==> src/include/nr_settings.svh <==
`ifndef NR_SETTINGS_SVH
`define NR_SETTINGS_SVH

// frame numerology, scaled down for simulation
`define NR_FFT_LEN      16
`define NR_CP1_LEN      4
`define NR_CP2_LEN      2
`define NR_SYM_PER_SF   14

// SSB symbol assumed until ibar is decoded
`define NR_SSB_SYM0     3

// IQ sample width
`define NR_DW           32

// APB bus
`define NR_APB_AW       8
`define NR_APB_DW       32

`endif

==> src/design/nr_frame_pkg.sv <==
`default_nettype none

`include "nr_settings.svh"

package nr_frame_pkg;

    typedef logic [4:0] sym_idx_t;
    typedef logic [4:0] cp_len_t;
    typedef logic [5:0] sc_cnt_t;
    typedef logic [2:0] ibar_t;
    typedef logic [1:0] nid2_t;

    typedef enum logic [1:0] {
        WAIT_SSB,
        WAIT_IBAR,
        SYNCED
    } lock_state_e;

    typedef enum logic [1:0] {
        SEARCH = 2'd0,
        FIND   = 2'd1,
        PAUSE  = 2'd2
    } pss_mode_e;

    // SSB symbol offset within the subframe pair, indexed by ibar
    localparam sym_idx_t IBAR_SYM_OFS [4] = '{5'd0, 5'd6, 5'd14, 5'd20};

    // symbols 0 and 7 carry the long prefix
    function automatic cp_len_t cp_for_sym(sym_idx_t sym);
        if (sym == 5'd0 || sym == 5'd7) begin
            return cp_len_t'(`NR_CP1_LEN);
        end
        return cp_len_t'(`NR_CP2_LEN);
    endfunction

    // modulo symbols per subframe, input below three subframes
    function automatic sym_idx_t sym_wrap(logic [5:0] sym);
        logic [5:0] r;
        r = sym;
        if (r >= 6'(2 * `NR_SYM_PER_SF)) begin
            r = r - 6'(2 * `NR_SYM_PER_SF);
        end else if (r >= 6'(`NR_SYM_PER_SF)) begin
            r = r - 6'(`NR_SYM_PER_SF);
        end
        return sym_idx_t'(r);
    endfunction

endpackage

`default_nettype wire

==> src/design/nr_cfg_pkg.sv <==
`default_nettype none

`include "nr_settings.svh"

package nr_cfg_pkg;

    typedef enum logic [`NR_APB_AW-1:0] {
        CTRL       = 'h00,
        SSB_PERIOD = 'h04,
        WINDOW     = 'h08,
        STATUS     = 'h0C,
        LOST_CNT   = 'h10
    } reg_addr_e;

    // SSB period in symbols
    typedef logic [15:0] ssb_period_t;
    // early and late margins in samples
    typedef logic [11:0] window_t;
    // late margin sits in the upper half of WINDOW
    localparam int WIN_LATE_LSB = 16;

    // wide enough for a full SSB period in samples
    typedef logic [23:0] smp_cnt_t;

    typedef struct packed {
        logic [`NR_APB_DW-10:0]    rsvd;
        nr_frame_pkg::pss_mode_e   mode;
        nr_frame_pkg::sym_idx_t    sym;
        nr_frame_pkg::lock_state_e lock;
    } status_t;

    // every run of seven symbols holds exactly one long CP
    function automatic smp_cnt_t ssb_period_samples(ssb_period_t period);
        smp_cnt_t base;
        smp_cnt_t extra;
        base  = smp_cnt_t'(period) * smp_cnt_t'(`NR_FFT_LEN + `NR_CP2_LEN);
        extra = smp_cnt_t'(period / (`NR_SYM_PER_SF / 2)) * smp_cnt_t'(`NR_CP1_LEN - `NR_CP2_LEN);
        return base + extra;
    endfunction

endpackage

`default_nettype wire

==> src/design/ssb_event_if.sv <==
`timescale 1ns/1ns
`default_nettype none

interface ssb_event_if;
    import nr_frame_pkg::*;

    // sector identity from the PSS detector
    nid2_t nid2;
    logic  nid2_valid;

    // SSB index from the PBCH decoder, arrives some symbols later
    ibar_t ibar;
    logic  ibar_valid;

    modport source (
        output nid2, nid2_valid, ibar, ibar_valid
    );

    modport sink (
        input nid2, nid2_valid, ibar, ibar_valid
    );
endinterface

`default_nettype wire

==> src/design/sync_cfg_if.sv <==
`timescale 1ns/1ns
`default_nettype none

interface sync_cfg_if;
    import nr_frame_pkg::*;
    import nr_cfg_pkg::*;

    // configuration, held until software rewrites it
    logic        enable;
    ssb_period_t ssb_period;
    window_t     early_win;
    window_t     late_win;

    // status back to the register block
    lock_state_e lock_state;
    sym_idx_t    sym_idx;
    logic        lost_pulse;
    pss_mode_e   pss_mode;

    modport regs (
        output enable, ssb_period, early_win, late_win,
        input  lock_state, sym_idx, lost_pulse, pss_mode
    );

    modport sync (
        input  enable, ssb_period,
        output lock_state, sym_idx, lost_pulse
    );

    modport pss (
        input  enable, ssb_period, early_win, late_win,
        output pss_mode
    );
endinterface

`default_nettype wire

==> src/design/frame_sync.sv <==
`timescale 1ns/1ns
`default_nettype none

`include "nr_settings.svh"

module frame_sync (
    input  wire logic              clk_i,
    input  wire logic              reset_ni,
    input  wire logic [`NR_DW-1:0] s_tdata_i,
    input  wire logic              s_tvalid_i,
    ssb_event_if.sink              ev,
    sync_cfg_if.sync               cfg,
    output logic      [`NR_DW-1:0] m_tdata_o,
    output logic                   m_tvalid_o,
    output nr_frame_pkg::cp_len_t  cp_len_o,
    output logic                   symbol_start_o,
    output logic                   pbch_start_o,
    output logic                   sss_start_o
);
    import nr_frame_pkg::*;
    import nr_cfg_pkg::*;

    // search window closes this many samples after the boundary
    localparam sc_cnt_t LOST_SC = 6'd3;

    lock_state_e state;
    sc_cnt_t     sc_cnt;
    sym_idx_t    sym_idx;
    ssb_period_t syms_since_ssb;
    logic        find_ssb;
    logic        lost_q;
    logic        fsm_clr;
    sym_idx_t    sym_cur;
    cp_len_t     cp_cur;
    sc_cnt_t     sc_last;
    logic        period_end;

    assign fsm_clr = !reset_ni || !cfg.enable;

    // ibar correction applies in the cycle it arrives
    assign sym_cur = (state == WAIT_IBAR && ev.ibar_valid)
                   ? sym_wrap({1'b0, sym_idx} + {1'b0, IBAR_SYM_OFS[ev.ibar[1:0]]})
                   : sym_idx;

    assign cp_cur     = cp_for_sym(sym_cur);
    assign sc_last    = sc_cnt_t'(`NR_FFT_LEN - 1) + sc_cnt_t'(cp_cur);
    assign period_end = (syms_since_ssb == cfg.ssb_period - 1'b1);

    always_ff @(posedge clk_i) begin
        m_tdata_o <= s_tdata_i;
        if (!reset_ni) begin
            m_tvalid_o <= 1'b0;
        end else begin
            m_tvalid_o <= s_tvalid_i;
        end
    end

    // sc_cnt is the index of the current input sample within its symbol
    always_ff @(posedge clk_i) begin
        if (fsm_clr) begin
            state          <= WAIT_SSB;
            sc_cnt         <= '0;
            sym_idx        <= '0;
            syms_since_ssb <= '0;
            find_ssb       <= 1'b0;
            lost_q         <= 1'b0;
            cp_len_o       <= cp_len_t'(`NR_CP2_LEN);
            symbol_start_o <= 1'b0;
            pbch_start_o   <= 1'b0;
            sss_start_o    <= 1'b0;
        end else begin
            symbol_start_o <= 1'b0;
            pbch_start_o   <= 1'b0;
            sss_start_o    <= 1'b0;
            lost_q         <= 1'b0;

            if (state == WAIT_SSB) begin
                // detection sample opens the SSB symbol
                if (ev.nid2_valid) begin
                    state          <= WAIT_IBAR;
                    sc_cnt         <= sc_cnt_t'(1);
                    sym_idx        <= sym_idx_t'(`NR_SSB_SYM0);
                    syms_since_ssb <= '0;
                    cp_len_o       <= cp_for_sym(sym_idx_t'(`NR_SSB_SYM0));
                    symbol_start_o <= 1'b1;
                    pbch_start_o   <= 1'b1;
                end
            end else begin
                if (state == WAIT_IBAR && ev.ibar_valid) begin
                    state <= SYNCED;
                end
                sym_idx <= sym_cur;

                if (s_tvalid_i) begin
                    if (sc_cnt == '0) begin
                        symbol_start_o <= 1'b1;
                        cp_len_o       <= cp_cur;
                        // SSS sits two symbols after the PSS
                        sss_start_o    <= (syms_since_ssb == ssb_period_t'(2));
                    end
                    if (sc_cnt == sc_last) begin
                        sc_cnt         <= '0;
                        sym_idx        <= sym_wrap({1'b0, sym_cur} + 6'd1);
                        syms_since_ssb <= period_end ? '0 : syms_since_ssb + 1'b1;
                    end else begin
                        sc_cnt <= sc_cnt + 1'b1;
                    end
                    if (state == SYNCED && period_end && sc_cnt == sc_last - 1'b1) begin
                        find_ssb <= 1'b1;
                    end
                end

                if (find_ssb && s_tvalid_i) begin
                    if (ev.nid2_valid) begin
                        pbch_start_o <= 1'b1;
                        find_ssb     <= 1'b0;
                    end else if (sc_cnt == LOST_SC) begin
                        // no SSB near the boundary, start over
                        state    <= WAIT_SSB;
                        find_ssb <= 1'b0;
                        lost_q   <= 1'b1;
                    end
                end
            end
        end
    end

    assign cfg.lock_state = state;
    assign cfg.sym_idx    = sym_idx;
    assign cfg.lost_pulse = lost_q;

    // decoder only reports ibar for an SSB that was detected
    a_ibar_after_ssb: assert property (@(posedge clk_i) disable iff (fsm_clr)
        ev.ibar_valid |-> state != WAIT_SSB);

    a_start_on_sample: assert property (@(posedge clk_i) disable iff (fsm_clr)
        (state == SYNCED) && (symbol_start_o || pbch_start_o) |-> $past(s_tvalid_i));

endmodule

`default_nettype wire

==> src/design/nr_sync_top.sv <==
`timescale 1ns/1ns
`default_nettype none

`include "nr_settings.svh"

module nr_sync_top (
    input  wire logic                    clk_i,
    input  wire logic                    reset_ni,
    input  wire logic                    psel_i,
    input  wire logic                    penable_i,
    input  wire logic                    pwrite_i,
    input  wire logic [`NR_APB_AW-1:0]   paddr_i,
    input  wire logic [`NR_APB_DW-1:0]   pwdata_i,
    output logic      [`NR_APB_DW-1:0]   prdata_o,
    output logic                         pready_o,
    output logic                         pslverr_o,
    input  wire logic [`NR_DW-1:0]       s_tdata_i,
    input  wire logic                    s_tvalid_i,
    input  wire nr_frame_pkg::nid2_t     nid2_i,
    input  wire logic                    nid2_valid_i,
    input  wire nr_frame_pkg::ibar_t     ibar_i,
    input  wire logic                    ibar_valid_i,
    output nr_frame_pkg::pss_mode_e      pss_mode_o,
    output logic      [`NR_DW-1:0]       m_tdata_o,
    output logic                         m_tvalid_o,
    output nr_frame_pkg::cp_len_t        cp_len_o,
    output logic                         symbol_start_o,
    output logic                         pbch_start_o,
    output logic                         sss_start_o
);
    ssb_event_if ssb_ev ();
    sync_cfg_if  sync_cfg ();

    assign ssb_ev.nid2       = nid2_i;
    assign ssb_ev.nid2_valid = nid2_valid_i;
    assign ssb_ev.ibar       = ibar_i;
    assign ssb_ev.ibar_valid = ibar_valid_i;

    sync_regs u_sync_regs (
        .clk_i     (clk_i),
        .reset_ni  (reset_ni),
        .psel_i    (psel_i),
        .penable_i (penable_i),
        .pwrite_i  (pwrite_i),
        .paddr_i   (nr_cfg_pkg::reg_addr_e'(paddr_i)),
        .pwdata_i  (pwdata_i),
        .prdata_o  (prdata_o),
        .pready_o  (pready_o),
        .pslverr_o (pslverr_o),
        .cfg       (sync_cfg)
    );

    pss_window_ctrl u_pss_window_ctrl (
        .clk_i      (clk_i),
        .reset_ni   (reset_ni),
        .ev         (ssb_ev),
        .cfg        (sync_cfg),
        .pss_mode_o (pss_mode_o)
    );

    frame_sync u_frame_sync (
        .clk_i          (clk_i),
        .reset_ni       (reset_ni),
        .s_tdata_i      (s_tdata_i),
        .s_tvalid_i     (s_tvalid_i),
        .ev             (ssb_ev),
        .cfg            (sync_cfg),
        .m_tdata_o      (m_tdata_o),
        .m_tvalid_o     (m_tvalid_o),
        .cp_len_o       (cp_len_o),
        .symbol_start_o (symbol_start_o),
        .pbch_start_o   (pbch_start_o),
        .sss_start_o    (sss_start_o)
    );

endmodule

`default_nettype wire

==> src/design/pss_window_ctrl.sv <==
`timescale 1ns/1ns
`default_nettype none

module pss_window_ctrl (
    input  wire logic               clk_i,
    input  wire logic               reset_ni,
    ssb_event_if.sink               ev,
    sync_cfg_if.pss                 cfg,
    output nr_frame_pkg::pss_mode_e pss_mode_o
);
    import nr_frame_pkg::*;
    import nr_cfg_pkg::*;

    pss_mode_e mode_q;
    smp_cnt_t  smp_cnt;
    smp_cnt_t  period_smp;
    smp_cnt_t  wake_at;
    smp_cnt_t  give_up_at;

    assign period_smp = ssb_period_samples(cfg.ssb_period);
    // detector wakes early_win ahead of the expected SSB and gives up late_win after
    assign wake_at    = period_smp - smp_cnt_t'(cfg.early_win);
    assign give_up_at = period_smp + smp_cnt_t'(cfg.late_win);

    // smp_cnt holds the samples since the last SSB, one per cycle
    always_ff @(posedge clk_i) begin
        if (!reset_ni || !cfg.enable) begin
            mode_q  <= SEARCH;
            smp_cnt <= '0;
        end else begin
            case (mode_q)
                SEARCH: begin
                    if (ev.nid2_valid) begin
                        mode_q  <= PAUSE;
                        smp_cnt <= smp_cnt_t'(1);
                    end
                end
                PAUSE: begin
                    smp_cnt <= smp_cnt + 1'b1;
                    if (smp_cnt >= wake_at) begin
                        mode_q <= FIND;
                    end
                end
                FIND: begin
                    if (ev.nid2_valid) begin
                        mode_q  <= PAUSE;
                        smp_cnt <= smp_cnt_t'(1);
                    end else if (smp_cnt > give_up_at) begin
                        mode_q  <= SEARCH;
                        smp_cnt <= '0;
                    end else begin
                        smp_cnt <= smp_cnt + 1'b1;
                    end
                end
                default: mode_q <= SEARCH;
            endcase
        end
    end

    assign pss_mode_o   = mode_q;
    assign cfg.pss_mode = mode_q;

    a_mode_legal: assert property (@(posedge clk_i) disable iff (!reset_ni)
        pss_mode_o inside {SEARCH, FIND, PAUSE});

endmodule

`default_nettype wire

==> src/design/sync_regs.sv <==
`timescale 1ns/1ns
`default_nettype none

`include "nr_settings.svh"

module sync_regs (
    input  wire logic                   clk_i,
    input  wire logic                   reset_ni,
    input  wire logic                   psel_i,
    input  wire logic                   penable_i,
    input  wire logic                   pwrite_i,
    input  wire nr_cfg_pkg::reg_addr_e  paddr_i,
    input  wire logic [`NR_APB_DW-1:0]  pwdata_i,
    output logic      [`NR_APB_DW-1:0]  prdata_o,
    output logic                        pready_o,
    output logic                        pslverr_o,
    sync_cfg_if.regs                    cfg
);
    import nr_cfg_pkg::*;

    // two subframes between SSBs, eight samples either side
    localparam ssb_period_t PERIOD_RST = 16'd28;
    localparam window_t     WIN_RST    = 12'd8;

    logic                  access;
    logic                  acc_err;
    status_t               status;
    logic [`NR_APB_DW-1:0] lost_cnt;

    assign access   = psel_i && penable_i;
    assign pready_o = 1'b1;

    // STATUS and LOST_CNT are read only
    always_comb begin
        case (paddr_i)
            CTRL, SSB_PERIOD, WINDOW: acc_err = 1'b0;
            STATUS, LOST_CNT:         acc_err = pwrite_i;
            default:                  acc_err = 1'b1;
        endcase
    end

    assign pslverr_o = access && acc_err;

    assign status = '{
        rsvd: '0,
        mode: cfg.pss_mode,
        sym:  cfg.sym_idx,
        lock: cfg.lock_state
    };

    always_comb begin
        prdata_o = '0;
        case (paddr_i)
            CTRL:       prdata_o[0] = cfg.enable;
            SSB_PERIOD: prdata_o[$bits(ssb_period_t)-1:0] = cfg.ssb_period;
            WINDOW: begin
                prdata_o[$bits(window_t)-1:0] = cfg.early_win;
                prdata_o[WIN_LATE_LSB +: $bits(window_t)] = cfg.late_win;
            end
            STATUS:     prdata_o = status;
            LOST_CNT:   prdata_o = lost_cnt;
            default:    prdata_o = '0;
        endcase
    end

    // writes land at the end of the access phase
    always_ff @(posedge clk_i) begin
        if (!reset_ni) begin
            cfg.enable     <= 1'b0;
            cfg.ssb_period <= PERIOD_RST;
            cfg.early_win  <= WIN_RST;
            cfg.late_win   <= WIN_RST;
        end else if (access && pwrite_i && !acc_err) begin
            case (paddr_i)
                CTRL:       cfg.enable <= pwdata_i[0];
                SSB_PERIOD: cfg.ssb_period <= pwdata_i[$bits(ssb_period_t)-1:0];
                WINDOW: begin
                    cfg.early_win <= pwdata_i[$bits(window_t)-1:0];
                    cfg.late_win  <= pwdata_i[WIN_LATE_LSB +: $bits(window_t)];
                end
                default: ;
            endcase
        end
    end

    // lost locks, saturating
    always_ff @(posedge clk_i) begin
        if (!reset_ni) begin
            lost_cnt <= '0;
        end else if (cfg.lost_pulse && lost_cnt != '1) begin
            lost_cnt <= lost_cnt + 1'b1;
        end
    end

    // access phase always follows a setup phase and never waits
    a_apb_access: assert property (@(posedge clk_i) disable iff (!reset_ni)
        penable_i |-> psel_i && $past(psel_i) && pready_o);

endmodule

`default_nettype wire

==> config.mk <==
export PLATFORM = sky130hd
export DESIGN_NAME = nr_sync_top
export DESIGN_NICKNAME = d
export VERILOG_FILES = /design/src/design/nr_frame_pkg.sv /design/src/design/nr_cfg_pkg.sv /design/src/design/ssb_event_if.sv /design/src/design/sync_cfg_if.sv /design/src/design/frame_sync.sv /design/src/design/nr_sync_top.sv /design/src/design/pss_window_ctrl.sv /design/src/design/sync_regs.sv
export VERILOG_INCLUDE_DIRS = /design/src /design/src/include
export SDC_FILE = /design/constraint.sdc
export NUM_CORES = 1
export LEC_CHECK = 0
export BUFFER_PORTS_ARGS = -buffer_cell sky130_fd_sc_hd__buf_2
export CAP_MARGIN = 20
export CELL_PAD_IN_SITES_DETAIL_PLACEMENT = 1
export CELL_PAD_IN_SITES_GLOBAL_PLACEMENT = 1
export CORE_MARGIN = 4
export CORE_UTILIZATION = 41
export DETAILED_ROUTE_END_ITERATION = 10
export GPL_ROUTABILITY_DRIVEN = 1
export PLACE_DENSITY = 0.84
export RECOVER_POWER = 50
export REMOVE_ABC_BUFFERS = 1
export SLEW_MARGIN = 0
export SYNTH_ARGS = -nofsm -noshare
export SYNTH_HDL_FRONTEND = slang
export SYNTH_HIERARCHICAL = 1
export SYNTH_SLANG_ARGS = --single-unit
==> constraint.sdc <==
create_clock -name clk_i -period 12 [get_ports clk_i]
set_input_delay 0.6 -clock clk_i [delete_from_list [all_inputs] [get_ports clk_i]]
set_output_delay 0.6 -clock clk_i [all_outputs]
set_load 0.005 [all_outputs]
Word-level counts from Yosys, hierarchy flattened

Cells that the tools add are included.

Word-level logic and storage cells: 163
RAM bits: 0
Memories kept: 0
Flip-flop bits (word level): 171
Latch bits: 0
Memory bits (read-only): 0

Div/mod/pow operators: 1
$lt $le $gt $ge: 7
Equal/unequal tests: 19
Bitwise gates (word level): 4
Multiplexer cells: 61
Reductions and logical operators: 35
Add/sub/neg operators: 16
Shift operators: 0
$mul: 1

Operators by type and width:

| cell                  | number |
|---|---|
| $mux 5                | 17 |
| $mux 16               | 5 |
| $mux 24               | 3 |
| $pmux 24 s3           | 1 |
| $pmux 11 s4           | 1 |
| $add 32x1->32 const B | 1 |
| $div 16x3->32 const B | 1 |
| $ne 32x32->1 const B  | 1 |
| $add 21x24->24        | 1 |
| $add 24x1->24 const B | 1 |
| $add 24x12->24        | 1 |
| $ge 24x24->1          | 1 |
| $gt 24x24->1          | 1 |
| $mux 6                | 4 |
| $pmux 12 s2           | 1 |
| $sub 24x12->24        | 1 |
| $mul 16x4->20 const B | 1 |
| $mux 2                | 10 |
| $add 16x1->16 const B | 1 |
| $eq 16x16->1          | 1 |
| $eq 16x2->1 const B   | 1 |
| $eq 8x4->1 const B    | 2 |
| $sub 16x1->16 const B | 1 |
| $mux 1                | 13 |
| 42 further kinds      | 73 |

Longest topological paths before layout

Word-level depth: 22
Mapped depth: 69

Modules after synthesis

The synthesis kept the hierarchy.

By module, submodules not included:

| module          | times used | seq. area each (sq um) | cells each | area an instance (sq um) |
|---|---|---|---|---|
| pss_window_ctrl | 1          | 520.5                  | 962        | 7,287.0 |
| frame_sync      | 1          | 1,381.3                | 455        | 4,110.2 |
| sync_regs       | 1          | 1,461.4                | 399        | 3,547.2 |

Worst setup path after synthesis

OpenSTA, ideal clock, no wires.

Path kind: reg-to-reg
Start point: register u_sync_regs.cfg.ssb_period[14]
End point: register u_pss_window_ctrl.mode_q[0], in the netlist u_pss_window_ctrl/cfg.pss_mode[0]
Buffers on the path: 3
Library setup time: 0.120 ns
Path slack: 0.029 ns
Cell stages (with the launch flop): 65
Period minus slack after synthesis: 11.971 ns
Arrival time: 11.851 ns
Required time: 11.880 ns
Cell sequence: dfxtp_1 buf_6 nand2_1 inv_1 ha_1 buf_4 nand4_1 a31o_1 a21boi_1 a31oi_2 inv_2 o2111ai_2 nand3b_2 a31oi_2 mux2i_1 o311a_4 o311a_4 o211ai_2 [... 29 more ...] a211oi_1 xnor2_1 ha_1 nor2b_1 o21ai_0 nand2b_1 a21oi_1 o31ai_1 a21o_1 a21o_1 a21o_1 a21o_1 a21o_1 a21o_1 a21o_1 a211oi_1 nor2_1 mux2i_1

Longest elaborated chain between the ends: 6
Elaborated cells between the ends (all ways): 10
Those cells by class: 3 x add/sub; 1 x mul; 1 x div; 2 x order compare; 2 x eq/ne; 1 x reduce/logical

RTL lines:

| item                                               | RTL line                                     | text |
|---|---|---|
| from (decl)                                        | sync_cfg_if.sv:21                            | `output enable, ssb_period, early_win, late_win,` |
| from (signal assigned)                             | sync_regs.sv:76                              | `SSB_PERIOD: cfg.ssb_period <= pwdata_i[$bits(ssb_period_t)-1:0];` |
| $div 16x3->32 or $mul 16x4->20 (tied branches)     | nr_cfg_pkg.sv:37, nr_cfg_pkg.sv:36           |  |
| $add 21x24->24 (*)                                 | nr_cfg_pkg.sv:38                             | `return base + extra;` |
| $add 24x12->24 or $sub 24x12->24 (tied branches)   | pss_window_ctrl.sv:23, pss_window_ctrl.sv:22 |  |
| $gt 24x24->1 or $ge 24x24->1 (tied branches)       | pss_window_ctrl.sv:48, pss_window_ctrl.sv:40 |  |
| $ne 3x2->1 (no line) or $ne 2x1->1 (tied branches) | -                                            |  |
| $reduce_and 3->1 (no line) (*)                     | -                                            |  |
| to (signal assigned)                               | pss_window_ctrl.sv:28                        | `mode_q <= SEARCH;` |
| to (signal assigned)                               | pss_window_ctrl.sv:46                        | `mode_q <= PAUSE;` |
| to (signal assigned)                               | pss_window_ctrl.sv:49                        | `mode_q <= SEARCH;` |
| to (decl)                                          | pss_window_ctrl.sv:14                        | `pss_mode_e mode_q;` |

Mark *: on every way between the ends. The rest lies on a longest branch, timed or not.
A chain may end at the register's enable or synchronous reset.

Worst setup path after layout

Start point: register u_sync_regs.cfg.ssb_period[14]
End point: register u_pss_window_ctrl.smp_cnt[4]

Longest elaborated chain between the ends: 7
Elaborated cells between the ends (all ways): 8
Those cells by class: 2 x add/sub; 1 x mul; 1 x div; 1 x order compare; 3 x mux

RTL lines:

| item                                           | RTL line                           | text |
|---|---|---|
| $div 16x3->32 or $mul 16x4->20 (tied branches) | nr_cfg_pkg.sv:37, nr_cfg_pkg.sv:36 |  |
| $add 21x24->24 (*)                             | nr_cfg_pkg.sv:38                   |  |
| $add 24x12->24 (*)                             | pss_window_ctrl.sv:23              | `assign give_up_at = period_smp + smp_cnt_t'(cfg.late_win);` |
| $gt 24x24->1 (*)                               | pss_window_ctrl.sv:48              | `end else if (smp_cnt > give_up_at) begin` |
| $mux 24 (*)                                    | pss_window_ctrl.sv:48              |  |
| $mux 24 (*)                                    | pss_window_ctrl.sv:45              | `if (ev.nid2_valid) begin` |
| $pmux 24 s3 (*)                                | pss_window_ctrl.sv:31              | `case (mode_q)` |
| to (signal assigned)                           | pss_window_ctrl.sv:35              | `smp_cnt <= smp_cnt_t'(1);` |
| to (signal assigned)                           | pss_window_ctrl.sv:47              | `smp_cnt <= smp_cnt_t'(1);` |
| to (signal assigned)                           | pss_window_ctrl.sv:52              | `smp_cnt <= smp_cnt + 1'b1;` |
| to (decl)                                      | pss_window_ctrl.sv:15              | `smp_cnt_t smp_cnt;` |

Marked as above.

==> metrics.md <==
| Metric | Value |
|---|---|
| Outcome | `complete, but fails checks` |
| Failing checks | `negative setup slack` |
| Number of remaining DRC errors | `0` |
| Hold Path Class | `input port to flip-flop` |
| Worst path slowest cell | `maj3_2` |
| Routed vias | `about 17000` |
| # rows | `a little under 70` |
| Layout cells sized above 1 | `31.0%` |
| Placed Cells | `2563` |
| LEAKAGE | `roughly 8.8 nW` |
| Mapped cell area | `around 15000 µm²` |
| Setup TNS | `-15.58 ns` |
| CTS Buf Count | `17` |
| Initial Utilization | `between 40% and 50%` |
| NumNets Final | `2409` |
| IR drop worst, VDD | `between 0.1 and 0.15 mV` |
| Core area | `between 30000 and 40000 µm²` |
| Internal power consumption | `940 µW` |
| Flop2flop setup slack | `-0.83 ns` |
| Gr ovfl total | `0` |
| Yosys top cell area share | `22.5%` |
| Non-Filler Instances | `2657` |
| DRT iter0 DRCs | `roughly 1500` |
| Hold WS | `between 0.2 and 0.25 ns` |
| CP Buf/Inv Count | `13` |
| Clock Skews | `around 0.02 ns` |
| Fillers | `4222` |
| Setup violators final | `26` |
| FF-to-FF Start | `u_sync_regs/cfg.ssb_period[14]` |
| Hold path endpoint | `u_frame_sync/m_tdata_o[29]` |
| Final-report hold violation count | `0` |
| #FFs+latches synth | `about 170` |
| Largest net degree at the start of global routing | `56` |
| Comb power frac | `about 6.1%` |
| Final cycle utilization of the critical path | `107%` |
| Overall Global Routing Usage | `roughly 30%` |
| Post-synth top flop | `dfxtp_1` |
| Worst Path Required | `12.39 ns` |
| Rel. slew slack | `9.80%` |
| Peak fanout along the critical path | `8` |
| Vias in the first global route | `~17000` |
| Sequential area share after synthesis | `22.5%` |
| CTS tree | `built` |
| # H-tree levels | `4` |
| R2R Path End | `u_pss_window_ctrl/smp_cnt[4]` |
| Chip width | `between 150 and 200 µm` |
| Crit. End Element | `flip-flop` |
| Synthesized instance count | `1816` |
| Crit path top cell by count | `buf_4` |
| TritonCTS Sinks | `168` |
| Syn. warnings | `6` |
| Port Buf Inserts | `150` |
| Post-DP HPWL | `40.6 mm` |
| Switching pwr | `around 340 µW` |
| Post-route setup slack | `-0.826 ns` |
| Top cells by count, synth | `dfxtp_1 (168), nor2_1 (154), ha_1 (137), nand2_1 (123), a21oi_1 (111)` |
| Final instance area | `~20000 µm²` |
| Slew Limit Fails | `0` |
| Ys async rst share | `0%` |
| Largest area contributor in the netlist | `dfxtp_1` |
| Critical Path Max Stage Delay | `roughly 0.4 ns` |
| Crit path kind | `flip-flop to flip-flop` |
| Part of the power in the clock network | `approximately 50%` |
| Type of origin of the critical path | `flip-flop` |
| CP delay by family, top | `compound AO/OA/AOI/OAI gates` |
| Worst hold start | `s_tdata_i[29]` |
| Clk slew on worst S/H paths | `about 0.090 ns` |
| I/O pins | `between 150 and 200` |
| WL/cell | `between 20 and 30 µm` |
| Synth area leaders | `dfxtp_1 (23%), ha_1 (11%), xnor2_1 (4.5%)` |
| Average vias per placed instance | `between 6 and 7` |
| Antenna violations before repair | `2` |
| Antenna Nets Post-Route | `0` |
| Number of max-cap violations | `0` |
| Pre-antenna DRT Iters | `7` |
| Placed inst area | `approximately 17000 µm²` |
| Most frequent cell after synthesis | `dfxtp_1` |
| Synth cell types | `130` |
| Die height | `a little under 200 µm` |
| Avg Cell Area, Syn | `between 8 and 9 µm²` |
| Die area | `slightly below 40000 µm²` |
| Min-Delay Path Depth | `1` |
| Area Growth Syn to Fin | `31.9%` |
| RSZ-0062 raised after global routing | `true` |
| Reg2reg path depth | `70` |
| Clk_lat worst skew | `0.48 ns` |
| First-pass GRT wire length | `between 90 and 100 mm` |
| Minimum clock period | `12.83 ns` |
| Arrival time worst endpoint | `about 13 ns` |
| Post-synth EDFFs | `0` |
| PwrDens | `about 65 nW/µm²` |
| Clock buffer depth | `2` |
| Routed wire length | `around 70 mm` |
| Fmax | `approximately 0.078 GHz` |
| Tightest Pin Transition | `between 1 and 1.5 ns` |
| Routability congestion estimate | `between 0.8 and 0.9` |
| Switch share | `approximately a quarter` |
| WP depth | `70` |
| Clock root buffer | `clkbuf_16` |
| Seq pwr share | `44.0%` |
-- routing by layer --
layer	wire [µm]	vias up	GRT usage, %	share of wire, %
met5	8	-	0	0.011
met4	4340	2	12.4	6.2
met3	4930	368	3.98	7.0
met2	34500	1017	51.7	49
met1	26500	8645	35.2	38
li1	-	7439	-	-
-- worst reg2reg max path, delay by kind of cell (launching register included) --
kind / cells / cell delay [ns]
DFF: 1 / 0.37
adders and majority gates: 9 / 2.46
AOI/OAI and AO/OA: 27 / 4.93
muxes: 2 / 0.63
and+or+nand+nor: 18 / 2.38
xor gates and xnor gates: 1 / 0.16
buffers and inverters: 13 / 1.82
-- power groups by stage --
| stage | Combinational (mW) | Sequential (mW) | Clock [mW] |
|---|---|---|---|
| after global routing | 0.0838 | 0.565 | 0.667 |
| final | 0.0789 | 0.564 | 0.640 |
| after detailed placement | 0.0691 | 0.578 | 0 |
| after CTS | 0.0721 | 0.564 | 0.635 |
| after global placement | 0.0658 | 0.577 | 0 |
| after floorplan | 0.0296 | 0.578 | 0 |
-- timing repair --
item,in CTS,in global routing
gates cloned,0,1
hold buffers,0,0
gates resized for setup,116,151
setup buffers,27,31
hold endpoints to repair,0,0
endpoints found under the setup margin,26,26
pin swaps,54,104
-- sequential cells by signal, indices dropped and copies added (netlist names) --
signal                          flops
u_frame_sync/cfg.lock_state         2
u_frame_sync/cfg.lost_pulse         1
u_frame_sync/cfg.sym_idx            5
u_frame_sync/cp_len_o               2
u_frame_sync/find_ssb               1
u_frame_sync/m_tdata_o             32
u_frame_sync/m_tvalid_o             1
u_frame_sync/pbch_start_o           1
u_frame_sync/sc_cnt                 6
u_frame_sync/sss_start_o            1
u_frame_sync/symbol_start_o         1
u_frame_sync/syms_since_ssb        16
u_pss_window_ctrl/cfg.pss_mode      2
u_pss_window_ctrl/smp_cnt          24
u_sync_regs/cfg.early_win          12
u_sync_regs/cfg.enable              1
u_sync_regs/cfg.late_win           12
u_sync_regs/cfg.ssb_period         16
u_sync_regs/lost_cnt               32
-- placed cells by master (no fill, tap or decap), drive strengths merged, types with 13 or more instances in the layout --
cell type  instances
o31ai             13
nor3b             22
a22o              24
inv              105
o21ai             90
a211oi            22
or3               19
nand3             71
o21a              13
nand2            125
nand2b            44
and3              35
nor4              13
nand4             34
o211ai            16
clkbuf            52
ha               137
mux2i             62
and2              15
xnor2             77
a21o              42
o21bai            15
xor2              31
nor2b             26
dfxtp            168
a31oi             24
a21oi            115
o2bb2ai           14
buf              386
nor3              37
nor2             154
-- kinds of logic after synthesis --
group / count (synthesis) / synth area share (%)
AO/OA/AOI/OAI: 505 / 25.2
XOR/XNOR: 108 / 6.38
adder cells (fa/ha/maj): 144 / 12.3
buffers and inverters: 174 / 5.40
flip-flops: 168 / 22.5
multiplexers: 69 / 4.76
other: 3 / 0.0753
AND/OR/NAND/NOR: 645 / 23.4
-- per-stage QoR --
step / utilization (%) / setup slack [ns] / power, mW
after global routing: 55.2 / -1.18 / 1.32
after floorplan: - / -0.949 / 0.608
after detailed placement: 48.8 / -1.13 / 0.647
after global placement: 48.8 / -0.320 / 0.643
final: 55.2 / -0.826 / 1.28
after CTS: 52.4 / 0.000745 / 1.27
-- area by class of cell --
| class | instances | area [µm²] | share of cell area (%) |
|---|---|---|---|
| Timing Repair Buffer | 420 | 2890 | 14.7 |
| Tap cell | 461 | 577 | 2.93 |
| Antenna cell | 1 | 2.50 | 0.0127 |
| Sequential cell | 168 | 3370 | 17.1 |
| Multi-Input combinational cell | 1477 | 11900 | 60.1 |
| Clock buffer | 18 | 439 | 2.23 |
| Inverter | 98 | 377 | 1.91 |
| Clock inverter | 14 | 205 | 1.04 |
-- how the worst max path moves through the flow --
| stage | slack [ns] | to | startpoint |
|---|---|---|---|
| 4_1_cts | 0.0007 | u_pss_window_ctrl/smp_cnt[17] | u_sync_regs/cfg.ssb_period[14] |
| 3_5_place_dp | -1.13 | u_pss_window_ctrl/smp_cnt[21] | u_sync_regs/cfg.ssb_period[14] |
| 6_report | -0.83 | u_pss_window_ctrl/smp_cnt[4] | u_sync_regs/cfg.ssb_period[14] |
| 2_1_floorplan | -0.95 | u_pss_window_ctrl/smp_cnt[1] | u_sync_regs/cfg.ssb_period[13] |
| 3_3_place_gp | -0.32 | u_pss_window_ctrl/smp_cnt[19] | u_sync_regs/cfg.ssb_period[13] |
| 5_1_grt | -1.18 | u_pss_window_ctrl/smp_cnt[4] | u_sync_regs/cfg.ssb_period[13] |
Power figures use the tool's default switching activity.
